--- config.mk ---
export PLATFORM = sky130hd
export DESIGN_NAME = lpif_link_top
export DESIGN_NICKNAME = d
export VERILOG_FILES = /design/src/design/lpif_link_pkg.sv /design/src/design/lpif_link_config.sv /design/src/design/lpif_auto_sync.sv /design/src/design/lpif_flit_pack.sv /design/src/design/lpif_phy_concat.sv /design/src/design/lpif_link_top.sv
export VERILOG_INCLUDE_DIRS = /design/src /design/src/design
export SDC_FILE = /design/constraint.sdc
export NUM_CORES = 1
export LEC_CHECK = 0
export CELL_PAD_IN_SITES_DETAIL_PLACEMENT = 1
export CELL_PAD_IN_SITES_GLOBAL_PLACEMENT = 2
export CORE_ASPECT_RATIO = 0.5
export CORE_MARGIN = 5
export CORE_UTILIZATION = 40
export CTS_CLUSTER_DIAMETER = 150
export DETAILED_ROUTE_END_ITERATION = 8
export DONT_BUFFER_PORTS = 1
export HOLD_SLACK_MARGIN = 0.06
export PLACE_DENSITY = 0.89
export SYNTH_ARGS = -nofsm -noshare
export SYNTH_HDL_FRONTEND = slang
export SYNTH_SLANG_ARGS = --single-unit
--- constraint.sdc ---
create_clock -name clk_wr -period 4.3 [get_ports clk_wr]
set_clock_uncertainty 0.15 [all_clocks]
set_input_delay 0.43 -clock clk_wr [delete_from_list [all_inputs] [get_ports clk_wr]]
set_output_delay 0.43 -clock clk_wr [all_outputs]
set_load 0.005 [all_outputs]
--- src/design/lpif_link_defines.svh ---
`ifndef LPIF_LINK_DEFINES_SVH
`define LPIF_LINK_DEFINES_SVH

////////////////////
// User flit widths

`define LPIF_DATA_W      64
`define LPIF_CRC_W       8

////////////////////
// PHY channels

`define LPIF_CH_N        2
`define LPIF_CH_W        48
// Channel word minus strobe and marker
`define LPIF_CH_PAY_W    46

////////////////////
// Config map and counters

`define LPIF_CFG_ADDR_W  3
`define LPIF_DELAY_W     8
`define LPIF_CNT_W       16

`endif

--- src/design/lpif_link_pkg.sv ---
`include "lpif_link_defines.svh"

package lpif_link_pkg;

  // User side flit, 81 bits
  typedef struct packed {
    logic [3:0]               state;
    logic [1:0]               protid;
    logic [`LPIF_DATA_W-1:0]  data;
    logic                     dvalid;
    logic [`LPIF_CRC_W-1:0]   crc;
    logic                     crc_valid;
    logic                     valid;
  } flit_t;

  // Field view of one channel word
  typedef struct packed {
    logic                       marker;
    logic                       strobe;
    logic [`LPIF_CH_PAY_W-1:0]  payload;
  } phy_fields_t;

  // Raw view goes to the pins, field view is built by the concat block
  typedef union packed {
    logic [`LPIF_CH_W-1:0]  raw;
    phy_fields_t            fields;
  } phy_word_u;

  typedef struct packed {
    logic [`LPIF_DELAY_W-1:0]  delay_x;
    logic [`LPIF_DELAY_W-1:0]  delay_xz;
    logic [`LPIF_DELAY_W-1:0]  delay_yz;
    logic [`LPIF_CH_N-1:0]     mrk_userbit;
    logic                      stb_userbit;
  } link_cfg_t;

  // Config register addresses
  localparam logic [`LPIF_CFG_ADDR_W-1:0] CFG_DELAY_X  = 3'd0;
  localparam logic [`LPIF_CFG_ADDR_W-1:0] CFG_DELAY_XZ = 3'd1;
  localparam logic [`LPIF_CFG_ADDR_W-1:0] CFG_DELAY_YZ = 3'd2;
  localparam logic [`LPIF_CFG_ADDR_W-1:0] CFG_USERBITS = 3'd3;
  localparam logic [`LPIF_CFG_ADDR_W-1:0] CFG_TX_COUNT = 3'd4;
  localparam logic [`LPIF_CFG_ADDR_W-1:0] CFG_RX_COUNT = 3'd5;

endpackage

--- src/design/lpif_link_config.sv ---
`timescale 1ns/1ps
`include "lpif_link_defines.svh"

module lpif_link_config (
  input  logic                          clk_wr,
  input  logic                          reset,
  input  logic                          cfg_wr,
  input  logic [`LPIF_CFG_ADDR_W-1:0]   cfg_addr,
  input  logic [`LPIF_DELAY_W-1:0]      cfg_wdata,
  input  logic [`LPIF_CNT_W-1:0]        tx_count,
  input  logic [`LPIF_CNT_W-1:0]        rx_count,
  output lpif_link_pkg::link_cfg_t      cfg,
  output logic [`LPIF_DELAY_W-1:0]      cfg_rdata
);

  ////////////////////
  // Register writes

  always_ff @(posedge clk_wr) begin
    if (reset) begin
      cfg <= '0;
    end else if (cfg_wr) begin
      case (cfg_addr)
        lpif_link_pkg::CFG_DELAY_X:  cfg.delay_x  <= cfg_wdata;
        lpif_link_pkg::CFG_DELAY_XZ: cfg.delay_xz <= cfg_wdata;
        lpif_link_pkg::CFG_DELAY_YZ: cfg.delay_yz <= cfg_wdata;
        lpif_link_pkg::CFG_USERBITS: begin
          cfg.mrk_userbit <= cfg_wdata[`LPIF_CH_N-1:0];
          cfg.stb_userbit <= cfg_wdata[`LPIF_CH_N];
        end
        default: ;
      endcase
    end
  end

  ////////////////////
  // Readback mux

  always_comb begin
    cfg_rdata = '0;
    case (cfg_addr)
      lpif_link_pkg::CFG_DELAY_X:  cfg_rdata = cfg.delay_x;
      lpif_link_pkg::CFG_DELAY_XZ: cfg_rdata = cfg.delay_xz;
      lpif_link_pkg::CFG_DELAY_YZ: cfg_rdata = cfg.delay_yz;
      lpif_link_pkg::CFG_USERBITS: begin
        cfg_rdata[`LPIF_CH_N-1:0] = cfg.mrk_userbit;
        cfg_rdata[`LPIF_CH_N]     = cfg.stb_userbit;
      end
      // Low byte of each flit counter
      lpif_link_pkg::CFG_TX_COUNT: cfg_rdata = tx_count[`LPIF_DELAY_W-1:0];
      lpif_link_pkg::CFG_RX_COUNT: cfg_rdata = rx_count[`LPIF_DELAY_W-1:0];
      default:                     cfg_rdata = '0;
    endcase
  end

endmodule

--- src/design/lpif_auto_sync.sv ---
`timescale 1ns/1ps
`include "lpif_link_defines.svh"

module lpif_auto_sync (
  input  logic                       clk_wr,
  input  logic                       reset,
  input  logic                       tx_online,
  input  logic                       rx_online,
  input  lpif_link_pkg::link_cfg_t   cfg,
  output logic                       tx_online_delay,
  output logic                       rx_online_delay,
  output logic [`LPIF_CH_N-1:0]      mrk_bits,
  output logic                       stb_bit
);

  // One extra bit so the sum of two delays fits
  logic [`LPIF_DELAY_W:0] tx_cnt;
  logic [`LPIF_DELAY_W:0] tx_cnt_nxt;
  logic [`LPIF_DELAY_W:0] tx_target;
  logic [`LPIF_DELAY_W:0] rx_cnt;
  logic [`LPIF_DELAY_W:0] rx_cnt_nxt;
  logic [`LPIF_DELAY_W:0] rx_target;

  // Count up and hold at all ones
  function automatic logic [`LPIF_DELAY_W:0] sat_inc(input logic [`LPIF_DELAY_W:0] cnt);
    sat_inc = (&cnt) ? cnt : cnt + 1'b1;
  endfunction

  assign tx_target  = {1'b0, cfg.delay_xz} + {1'b0, cfg.delay_yz};
  assign rx_target  = {1'b0, cfg.delay_x};
  assign tx_cnt_nxt = sat_inc(tx_cnt);
  assign rx_cnt_nxt = sat_inc(rx_cnt);

  ////////////////////
  // TX online delay

  // Counter includes the current online cycle, so the flag rises target cycles in
  always_ff @(posedge clk_wr) begin
    if (reset || !tx_online) begin
      tx_cnt          <= '0;
      tx_online_delay <= 1'b0;
    end else begin
      tx_cnt          <= tx_cnt_nxt;
      tx_online_delay <= (tx_cnt_nxt >= tx_target);
    end
  end

  ////////////////////
  // RX online delay

  always_ff @(posedge clk_wr) begin
    if (reset || !rx_online) begin
      rx_cnt          <= '0;
      rx_online_delay <= 1'b0;
    end else begin
      rx_cnt          <= rx_cnt_nxt;
      rx_online_delay <= (rx_cnt_nxt >= rx_target);
    end
  end

  ////////////////////
  // User bit selection

  // Persistent sync pattern until TX is online
  always_comb begin
    if (tx_online_delay) begin
      mrk_bits = cfg.mrk_userbit;
      stb_bit  = cfg.stb_userbit;
    end else begin
      mrk_bits = '1;
      stb_bit  = 1'b1;
    end
  end

endmodule

--- src/design/lpif_flit_pack.sv ---
`timescale 1ns/1ps
`include "lpif_link_defines.svh"

module lpif_flit_pack (
  input  logic                     clk_wr,
  input  logic                     reset,
  input  lpif_link_pkg::flit_t     dstrm,
  input  lpif_link_pkg::flit_t     rx_rec,
  input  logic                     tx_online_delay,
  input  logic                     rx_online_delay,
  output lpif_link_pkg::flit_t     tx_rec,
  output lpif_link_pkg::flit_t     ustrm,
  output logic [`LPIF_CNT_W-1:0]   tx_count,
  output logic [`LPIF_CNT_W-1:0]   rx_count
);

  ////////////////////
  // Downstream record

  // Zero record while the link is still syncing
  always_ff @(posedge clk_wr) begin
    if (reset) begin
      tx_rec <= '0;
    end else if (tx_online_delay) begin
      tx_rec <= dstrm;
    end else begin
      tx_rec <= '0;
    end
  end

  ////////////////////
  // Upstream gating

  always_comb begin
    if (rx_online_delay) begin
      ustrm = rx_rec;
    end else begin
      ustrm = '0;
    end
  end

  ////////////////////
  // Flit counters

  // Both counters wrap
  always_ff @(posedge clk_wr) begin
    if (reset) begin
      tx_count <= '0;
      rx_count <= '0;
    end else begin
      if (tx_online_delay && dstrm.valid) begin
        tx_count <= tx_count + 1'b1;
      end
      if (ustrm.valid) begin
        rx_count <= rx_count + 1'b1;
      end
    end
  end

endmodule

--- src/design/lpif_phy_concat.sv ---
`timescale 1ns/1ps
`include "lpif_link_defines.svh"

module lpif_phy_concat (
  input  logic                                        clk_wr,
  input  logic                                        reset,
  input  lpif_link_pkg::flit_t                        tx_rec,
  input  logic [`LPIF_CH_N-1:0]                       mrk_bits,
  input  logic                                        stb_bit,
  input  lpif_link_pkg::phy_word_u [`LPIF_CH_N-1:0]   rx_phy,
  output lpif_link_pkg::phy_word_u [`LPIF_CH_N-1:0]   tx_phy,
  output lpif_link_pkg::flit_t                        rx_rec
);

  // Record bits that spill into channel 1
  localparam int REC_W    = $bits(lpif_link_pkg::flit_t);
  localparam int REC_HI_W = REC_W - `LPIF_CH_PAY_W;

  lpif_link_pkg::phy_word_u [`LPIF_CH_N-1:0] tx_word;
  logic [REC_W-1:0]                          tx_bits;

  assign tx_bits = tx_rec;

  ////////////////////
  // Transmit words

  always_comb begin
    tx_word = '0;
    for (int ch = 0; ch < `LPIF_CH_N; ch++) begin
      tx_word[ch].fields.marker = mrk_bits[ch];
      tx_word[ch].fields.strobe = stb_bit;
    end
    // Channel 0 takes the low record bits
    tx_word[0].fields.payload = tx_bits[`LPIF_CH_PAY_W-1:0];
    // Channel 1 upper payload stays zero
    tx_word[1].fields.payload[REC_HI_W-1:0] = tx_bits[REC_W-1:`LPIF_CH_PAY_W];
  end

  always_ff @(posedge clk_wr) begin
    if (reset) begin
      tx_phy <= '0;
    end else begin
      tx_phy <= tx_word;
    end
  end

  ////////////////////
  // Receive reassembly

  // Received marker and strobe are not used
  always_ff @(posedge clk_wr) begin
    rx_rec <= {rx_phy[1].fields.payload[REC_HI_W-1:0], rx_phy[0].fields.payload};
  end

endmodule

--- src/design/lpif_link_top.sv ---
`timescale 1ns/1ps
`include "lpif_link_defines.svh"

module lpif_link_top (
  input  logic                                        clk_wr,
  input  logic                                        reset,

  // Link state
  input  logic                                        tx_online,
  input  logic                                        rx_online,

  // User flits
  input  lpif_link_pkg::flit_t                        dstrm,
  output lpif_link_pkg::flit_t                        ustrm,

  // PHY channels
  output lpif_link_pkg::phy_word_u [`LPIF_CH_N-1:0]   tx_phy,
  input  lpif_link_pkg::phy_word_u [`LPIF_CH_N-1:0]   rx_phy,

  // Config bus
  input  logic                                        cfg_wr,
  input  logic [`LPIF_CFG_ADDR_W-1:0]                 cfg_addr,
  input  logic [`LPIF_DELAY_W-1:0]                    cfg_wdata,
  output logic [`LPIF_DELAY_W-1:0]                    cfg_rdata,

  output logic [`LPIF_CNT_W-1:0]                      tx_debug_status,
  output logic [`LPIF_CNT_W-1:0]                      rx_debug_status
);

  lpif_link_pkg::link_cfg_t  cfg;
  lpif_link_pkg::flit_t      tx_rec;
  lpif_link_pkg::flit_t      rx_rec;
  logic                      tx_online_delay;
  logic                      rx_online_delay;
  logic [`LPIF_CH_N-1:0]     mrk_bits;
  logic                      stb_bit;

  ////////////////////
  // Config and sync

  lpif_link_config u_config (
    .clk_wr     (clk_wr),
    .reset      (reset),
    .cfg_wr     (cfg_wr),
    .cfg_addr   (cfg_addr),
    .cfg_wdata  (cfg_wdata),
    .tx_count   (tx_debug_status),
    .rx_count   (rx_debug_status),
    .cfg        (cfg),
    .cfg_rdata  (cfg_rdata)
  );

  lpif_auto_sync u_auto_sync (
    .clk_wr           (clk_wr),
    .reset            (reset),
    .tx_online        (tx_online),
    .rx_online        (rx_online),
    .cfg              (cfg),
    .tx_online_delay  (tx_online_delay),
    .rx_online_delay  (rx_online_delay),
    .mrk_bits         (mrk_bits),
    .stb_bit          (stb_bit)
  );

  ////////////////////
  // Data path

  lpif_flit_pack u_flit_pack (
    .clk_wr           (clk_wr),
    .reset            (reset),
    .dstrm            (dstrm),
    .rx_rec           (rx_rec),
    .tx_online_delay  (tx_online_delay),
    .rx_online_delay  (rx_online_delay),
    .tx_rec           (tx_rec),
    .ustrm            (ustrm),
    .tx_count         (tx_debug_status),
    .rx_count         (rx_debug_status)
  );

  lpif_phy_concat u_phy_concat (
    .clk_wr    (clk_wr),
    .reset     (reset),
    .tx_rec    (tx_rec),
    .mrk_bits  (mrk_bits),
    .stb_bit   (stb_bit),
    .rx_phy    (rx_phy),
    .tx_phy    (tx_phy),
    .rx_rec    (rx_rec)
  );

endmodule

==> flow_summary_export.csv, run 1 <==
group,metric,value,unit
worst_setup_path,worst_ep_required_time,4.64,ns
clock_network,clockRootBuffer,"clkbuf_16",
clock_network,cts_buffers,29,
clock_network,ctsResizeCount,0,
worst_hold_path,whs_endpoint,"u_flit_pack.tx_rec[3]$_SDFF_PP0_",
clock_network,cts_hold_buf,178,
yosys,synth_top_family_by_area,"simple AND/OR/NAND/NOR gates",
worst_setup_path,cp-end-kind,"flip-flop",
worst_setup_path,critPathLaunchType,"flip-flop",
drt,viasPerCell,4.77,
timing,fin_crit,2.88,ns
worst_setup_path,r2r-start,"u_config.cfg[3]$_SDFFE_PP0P_",
yosys,synth_flop_cell,"dfxtp_1",
yosys,synth-async-reset-ratio,0,
yosys,synth_largest_area_cell,"dfxtp_1",
floorplan,core-area,0.0275,mm2
power_and_ir_drop,clkPwrFrac,0.436,
timing,hold_viol_final,0,
power_and_ir_drop,p_leak,0.00559,uW
timing,finalCritPeriodShare,0.670,
place,post-dp-hpwl,20.2,mm
drt,wire_per_inst,20.3,um
drt,drt-total-wl,32.7,mm
place,portBuffers,0,
yosys,synthMuxAreaShare,0.0318,
drt,drt_first_pass_iters,4,
timing,slew_violations,0,
power_and_ir_drop,sequentialPowerShare,0.513,
worst_setup_path,path_max_fanout,3,
yosys,ys_warn_count,0,
yosys,syn_inst,1039,
place,gp_congestion,0.797,
worst_hold_path,hold_depth,2,
clock_network,cts.sinks,325,
flow_run,cap_viol_max_count,0,
grt,overflow,0,
worst_setup_path,r2r_slack,1.42,ns
timing,hold_slack,0.104,ns
yosys,yosys.area_share.adder,0.0346,
worst_setup_path,cp.arrival,3.22,ns
cells_and_area,nNetsFinal,1425,
grt,grt_pass1_vias,8480,
worst_setup_path,critical_path_class,"flip-flop to flip-flop",
grt,grt_max_degree,146,
yosys,synth_area,0.0111,mm2
drt,drt_iter0_drc,229,
yosys,synth.avg_cell_area,10.6,um2
timing,worst_slack,1.42,ns
power_and_ir_drop,swShare,0.228,
drt,drcViolationCount,0,
clock_network,htreeDepth,1,
timing,timing.slew.headroom,0.297,
floorplan,die_area,0.0313,mm2
power_and_ir_drop,p_int,4750,uW
clock_network,path_clk_slew,0.08,ns
worst_hold_path,worstHoldStart,"reset",
yosys,synth_xor_xnor_area_share,0.0285,
drt,final_antenna_net_count,0,
clock_network,postCtsSetupBuffers,0,
grt,antenna_found_initial,2,
cells_and_area,fin_cells,1609,
yosys,ys_seq_area_frac,0.588,
yosys,synthTopCellsByArea,"dfxtp_1 59%, and2_1 9.3%, nor2b_1 5.4%, ha_1 3.3%, a21oi_1 1.9%",
cells_and_area,synthToLayoutAreaGrowth,27.5,%
cells_and_area,layout.cells.most_common,"dfxtp_1",
place,placedCellCount,1375,
grt,grt_pass1_wl,49.9,mm
power_and_ir_drop,p_switching,1400,uW
worst_setup_path,r2r-end,"u_auto_sync.tx_online_delay$_SDFF_PP0_",
timing,tightestPinTransition,1.05,ns
power_and_ir_drop,combPwrFrac,0.051,
clock_network,cts_tree,"yes",
power_and_ir_drop,ir_worst_vdd,392,uV
grt,track_usage,0.201,
power_and_ir_drop,power_density,437,mW/mm2
floorplan,die_y,128,um
drt,dr_total_vias,7678,
clock_network,clk_latency,0.57,ns
timing,rsz0062_at_grt,"false",
floorplan,start_util,0.402,
clock_network,cts_max_path_buffers,3,
timing,max_freq,0.347,GHz
place,dp_slack,1.45,ns
yosys,synth-simple-area-share,0.238,
floorplan,io_pins,410,
floorplan,die_w,245,um
yosys,synth_top_area_frac,0.588,
timing,setup_viol,0,
worst_hold_path,hp-class,"primary input to flip-flop",
worst_setup_path,rr_worst_depth,13,
timing,fin_setup_tns,0,ns
yosys,ys_ff_latch,325,
floorplan,std_cell_rows,43,
yosys,ys_types,56,
cells_and_area,drive_gt1_frac,0.0710,
yosys,synth_edf_count,0,
outcome,status,"finished clean",
cells_and_area,mostFrequentLayoutCells,"324 x dfxtp_1, 177 x dlygate4sd3_1, 165 x and2_1, 94 x nor2b_1, 56 x nand2_1",
yosys,synth_compound_area_frac,0.0423,
cell type report:
type	count	area, um2
Timing Repair Buffer	179	1810
Clock buffer	37	806
Tap cell	382	478
Inverter	30	113
Sequential cell	325	6510
Fill cell	2890	13400
Antenna cell	2	5.00
Multi-Input combinational cell	637	4200
Clock inverter	17	185
cells in the mapped netlist (3+ instances only):
master / n
dfxtp_1: 325
and2_1: 165
nor2b_1: 95
nand2_1: 56
nor2_1: 54
a21oi_1: 42
clkbuf_1: 35
inv_1: 30
ha_1: 29
nand3_1: 21
o21ai_0: 20
xnor2_1: 19
xor2_1: 17
mux2i_1: 16
buf_4: 15
or3_1: 8
and3_1: 7
nand4_1: 7
mux2_2: 6
mux4_2: 5
nor3_1: 5
a22oi_1: 4
and4_1: 4
buf_2: 4
nand2b_1: 4
and4_4: 3
nor3_2: 3
o22ai_1: 3
sequential cells by signal, indices dropped and copies added, names as in the netlist:
signal	count
u_auto_sync.tx_online_delay	1
u_phy_concat.tx_phy	84
u_auto_sync.rx_cnt	9
u_auto_sync.tx_cnt	9
u_flit_pack.rx_count	16
u_auto_sync.rx_online_delay	1
u_phy_concat.rx_rec	81
u_flit_pack.tx_count	16
u_config.cfg	27
u_flit_pack.tx_rec	81
per-layer routing:
metal | share of wire | vias to the layer above | track usage
met5 | 0 | - | 0
li1 | - | 3659 | -
met3 | 0.055 | 64 | 0.0514
met1 | 0.38 | 3720 | 0.216
met4 | 0.034 | 0 | 0.0656
met2 | 0.53 | 235 | 0.386
cells by family after synthesis:
kind of cell / after synthesis
AND/OR/NAND/NOR: 450
AO/OA/AOI/OAI: 82
buffers and inverters: 87
adder cells (fa/ha/maj): 30
XOR/XNOR: 36
flip-flops: 325
multiplexers: 28
other: 1
worst max-delay path by stage:
stage / depth (start not counted) / slack (ns) / to / startpoint
2_1_floorplan: 13 / 1.78 / u_auto_sync.tx_online_delay$_SDFF_PP0_ / u_config.cfg[3]$_SDFFE_PP0P_
3_3_place_gp: 13 / 1.54 / u_auto_sync.tx_online_delay$_SDFF_PP0_ / u_config.cfg[3]$_SDFFE_PP0P_
3_5_place_dp: 13 / 1.45 / u_auto_sync.tx_online_delay$_SDFF_PP0_ / u_config.cfg[3]$_SDFFE_PP0P_
4_1_cts: 13 / 1.41 / u_auto_sync.tx_online_delay$_SDFF_PP0_ / u_config.cfg[3]$_SDFFE_PP0P_
5_1_grt: 13 / 1.21 / u_auto_sync.tx_online_delay$_SDFF_PP0_ / u_config.cfg[11]$_SDFFE_PP0P_
6_report: 13 / 1.42 / u_auto_sync.tx_online_delay$_SDFF_PP0_ / u_config.cfg[3]$_SDFFE_PP0P_
power by group through the flow:
stage	Sequential [uW]	Clock, uW	Combinational (uW)
5_1_grt	3160	2900	345
2_1_floorplan	3190	0	166
4_1_cts	3150	2740	314
3_3_place_gp	3220	0	144
6_report	3150	2680	316
3_5_place_dp	3220	0	149
critical path: stages (launching register included):
cell,delay [ns]
dfxtp_1,0.36
ha_1,0.18
inv_1,0.06
fa_1,0.41
nor2b_1,0.13
o21ai_1,0.08
a21boi_1,0.22
o21ai_0,0.15
a211o_1,0.28
ha_1,0.29
o2111ai_1,0.11
nor3_1,0.17
nor2_1,0.06
a21oi_1,0.16
through the flow:
stage | total power (uW) | area (um2) | util
final | 6150 | 14100 | 0.513
after global placement | 3360 | 11300 | 0.411
after global routing | 6410 | 14100 | 0.513
after CTS | 6210 | 14100 | 0.513
after floorplan | 3350 | 11100 | -
after detailed placement | 3370 | 11300 | 0.411
Note: power is estimated with default switching activity, not from simulation.
==> run 2, diff against run 1 <==
--- a/config.mk
+++ b/config.mk
@@ -10,12 +10,12 @@
 export CELL_PAD_IN_SITES_GLOBAL_PLACEMENT = 2
 export CORE_ASPECT_RATIO = 0.5
 export CORE_MARGIN = 5
-export CORE_UTILIZATION = 40
+export CORE_UTILIZATION = 37
 export CTS_CLUSTER_DIAMETER = 150
 export DETAILED_ROUTE_END_ITERATION = 8
 export DONT_BUFFER_PORTS = 1
 export HOLD_SLACK_MARGIN = 0.06
-export PLACE_DENSITY = 0.89
+export PLACE_DENSITY = 0.84
 export SYNTH_ARGS = -nofsm -noshare
 export SYNTH_HDL_FRONTEND = slang
 export SYNTH_SLANG_ARGS = --single-unit
==> constraint.sdc (replaced) <==
create_clock -name clk_wr -period 2.8 [get_ports clk_wr]
set_clock_uncertainty 0.15 [all_clocks]
set_input_delay 0.28 -clock clk_wr [delete_from_list [all_inputs] [get_ports clk_wr]]
set_output_delay 0.28 -clock clk_wr [all_outputs]
set_load 0.005 [all_outputs]
==> run 2 against run 1 <==
Against the previous run: routed wire length fell by 1.4%; non-clock buffer count rose by 31; worst setup slack got worse by 1.4 ns; die area rose by 7.6%; critical path depth did not move; combinational power rose by 64%; total power rose by 56%; register-to-register slack got worse by 1.4 ns; count of clock-buffer cells in the layout rose by 3; sequential share of layout area fell by 1.3 points; design area rose by 3.1%; maximum frequency rose by 4.2%; largest power group unchanged.
==> flow_summary_export.csv, run 2 (synthesis results as in run 1) <==
group,metric,value,unit
floorplan,io_pins,410,
cells_and_area,nNetsFinal,1456,
drt,drcViolationCount,0,
worst_setup_path,cp.arrival,3.10,ns
clock_network,path_clk_slew,0.07,ns
worst_hold_path,hold_depth,3,
floorplan,die_w,255,um
cells_and_area,drive_gt1_frac,0.0853,
drt,wire_per_inst,19.6,um
clock_network,cts.sinks,325,
clock_network,clockRootBuffer,"clkbuf_16",
clock_network,cts_max_path_buffers,3,
drt,drt_iter0_drc,309,
timing,slew_violations,0,
power_and_ir_drop,ir_worst_vdd,433,uV
floorplan,core-area,0.0292,mm2
grt,grt_max_degree,139,
clock_network,clk_latency,0.57,ns
drt,drt-total-wl,32.3,mm
clock_network,htreeDepth,1,
clock_network,cts_tree,"yes",
worst_setup_path,rr_worst_depth,13,
timing,fin_crit,2.76,ns
cells_and_area,largest_register_ffs,84,
cells_and_area,fillCellCount,3106,
outcome,status,"finished clean",
grt,track_usage,0.179,
cells_and_area,mostFrequentLayoutCells,"322 x dfxtp_1, 202 x dlygate4sd3_1, 165 x and2_1, 93 x nor2b_1, 56 x nand2_1",
timing,rsz0062_at_grt,"true",
drt,dr_total_vias,7764,
timing,hold_slack,0.0873,ns
worst_setup_path,critPathLaunchType,"flip-flop",
worst_setup_path,cp-end-kind,"flip-flop",
grt,grt_pass1_vias,8271,
drt,drt_first_pass_iters,5,
floorplan,start_util,0.378,
timing,setup_viol,0,
worst_hold_path,hp-class,"primary input to flip-flop",
drt,final_antenna_net_count,0,
worst_setup_path,critical_path_class,"flip-flop to flip-flop",
timing,finalCritPeriodShare,0.987,
grt,grt_pass1_wl,48.0,mm
floorplan,die_area,0.0337,mm2
grt,antenna_found_initial,1,
power_and_ir_drop,p_leak,0.00579,uW
drt,viasPerCell,4.71,
grt,overflow,0,
timing,max_freq,0.362,GHz
worst_setup_path,path_max_fanout,3,
timing,tightestPinTransition,0.607,ns
worst_setup_path,r2r-start,"u_config.cfg[11]$_SDFFE_PP0P_",
worst_setup_path,worst_ep_required_time,3.14,ns
worst_hold_path,worstHoldStart,"cfg_wr",
cells_and_area,synthToLayoutAreaGrowth,31.4,%
cells_and_area,finalCoreUtilization,0.497,
timing,hold_viol_final,0,
cells_and_area,largest_register,"u_phy_concat.tx_phy",
power_and_ir_drop,power_density,662,mW/mm2
cells_and_area,layout.cells.most_common,"dfxtp_1",
worst_setup_path,r2r-end,"u_auto_sync.tx_online_delay$_SDFF_PP0_",
timing,timing.slew.headroom,0.595,
floorplan,die_y,132,um
worst_setup_path,r2r_slack,0.04,ns
place,gp_congestion,0.779,
clock_network,cts_buffers,29,
floorplan,std_cell_rows,44,
flow_run,cap_viol_max_count,0,
worst_hold_path,whs_endpoint,"u_config.cfg[8]$_SDFFE_PP0P_",
place,post-dp-hpwl,20.6,mm
place,portBuffers,0,
cells_and_area,reg_top3,"u_phy_concat.tx_phy (84), u_flit_pack.tx_rec (81), u_phy_concat.rx_rec (81)",
[run 2: how the worst max path moves through the flow]
stage	from	to	slack, ns	depth (start not counted)
floorplan	u_config.cfg[3]$_SDFFE_PP0P_	u_auto_sync.tx_online_delay$_SDFF_PP0_	0.28	13
global placement	u_config.cfg[3]$_SDFFE_PP0P_	u_auto_sync.tx_online_delay$_SDFF_PP0_	0.06	13
detailed placement	u_config.cfg[3]$_SDFFE_PP0P_	u_auto_sync.tx_online_delay$_SDFF_PP0_	-0.07	13
CTS	u_config.cfg[3]$_SDFFE_PP0P_	u_auto_sync.tx_online_delay$_SDFF_PP0_	0.008	14
global route	u_config.cfg[11]$_SDFFE_PP0P_	u_auto_sync.tx_online_delay$_SDFF_PP0_	-0.08	13
finish	u_config.cfg[11]$_SDFFE_PP0P_	u_auto_sync.tx_online_delay$_SDFF_PP0_	0.04	13
[run 2: layer usage]
| layer | part of all wire | up-vias | track usage |
|---|---|---|---|
| li1 | - | 3717 | - |
| met1 | 0.37 | 3780 | 0.188 |
| met2 | 0.54 | 219 | 0.349 |
| met3 | 0.058 | 48 | 0.0445 |
| met4 | 0.028 | 0 | 0.0542 |
| met5 | 0 | - | 0 |
[run 2: final cells by class]
| type | count | area [um2] | area share |
|---|---|---|---|
| Antenna cell | 1 | 2.50 | 0.000172 |
| Clock buffer | 40 | 837 | 0.0576 |
| Clock inverter | 13 | 193 | 0.0133 |
| Inverter | 30 | 113 | 0.00775 |
| Multi-Input combinational cell | 637 | 4270 | 0.294 |
| Sequential cell | 325 | 6520 | 0.448 |
| Tap cell | 391 | 489 | 0.0337 |
| Timing Repair Buffer | 210 | 2110 | 0.145 |
[run 2: power by group]
group	switching, uW	internal (uW)
clock network	1800	2480
registers	71.7	4760
logic	225	293
total	2090	7530
[run 2: worst max-delay path: stages, from the launching register on]
cell       delay (ns)
dfxtp_4          0.37
ha_4             0.14
inv_2            0.04
fa_2             0.39
nor2b_2          0.13
o21ai_2          0.08
a21boi_2         0.19
o21ai_2          0.09
a211o_1          0.34
ha_4             0.28
o2111ai_2        0.10
nor3_2           0.20
nor2_1           0.06
a21oi_1          0.13
[run 2: timing repair]
action | CTS | global route
endpoints found under the hold margin | 325 | 0
endpoints found under the setup margin | 1 | 3
pin swaps | 1 | 12
hold buffers | 203 | 0
buffers inserted | 1 | 2
resized for setup | 2 | 19
cloned | 0 | 0
[run 2: through the flow]
| step | TNS, ns | cells | cell area, um2 | setup WS (ns) | power [uW] |
|---|---|---|---|---|---|
| floorplan | 0 | 1049 | 11100 | 0.280 | 5150 |
| global placement | 0 | 1387 | 11300 | 0.0598 | 5170 |
| detailed placement | -0.0654 | 1387 | 11300 | -0.0654 | 5180 |
| CTS | 0 | 1644 | 14400 | 0.00844 | 9740 |
| global route | -0.0794 | 1647 | 14500 | -0.0794 | 10000 |
| finish | 0 | 1647 | 14500 | 0.0361 | 9620 |
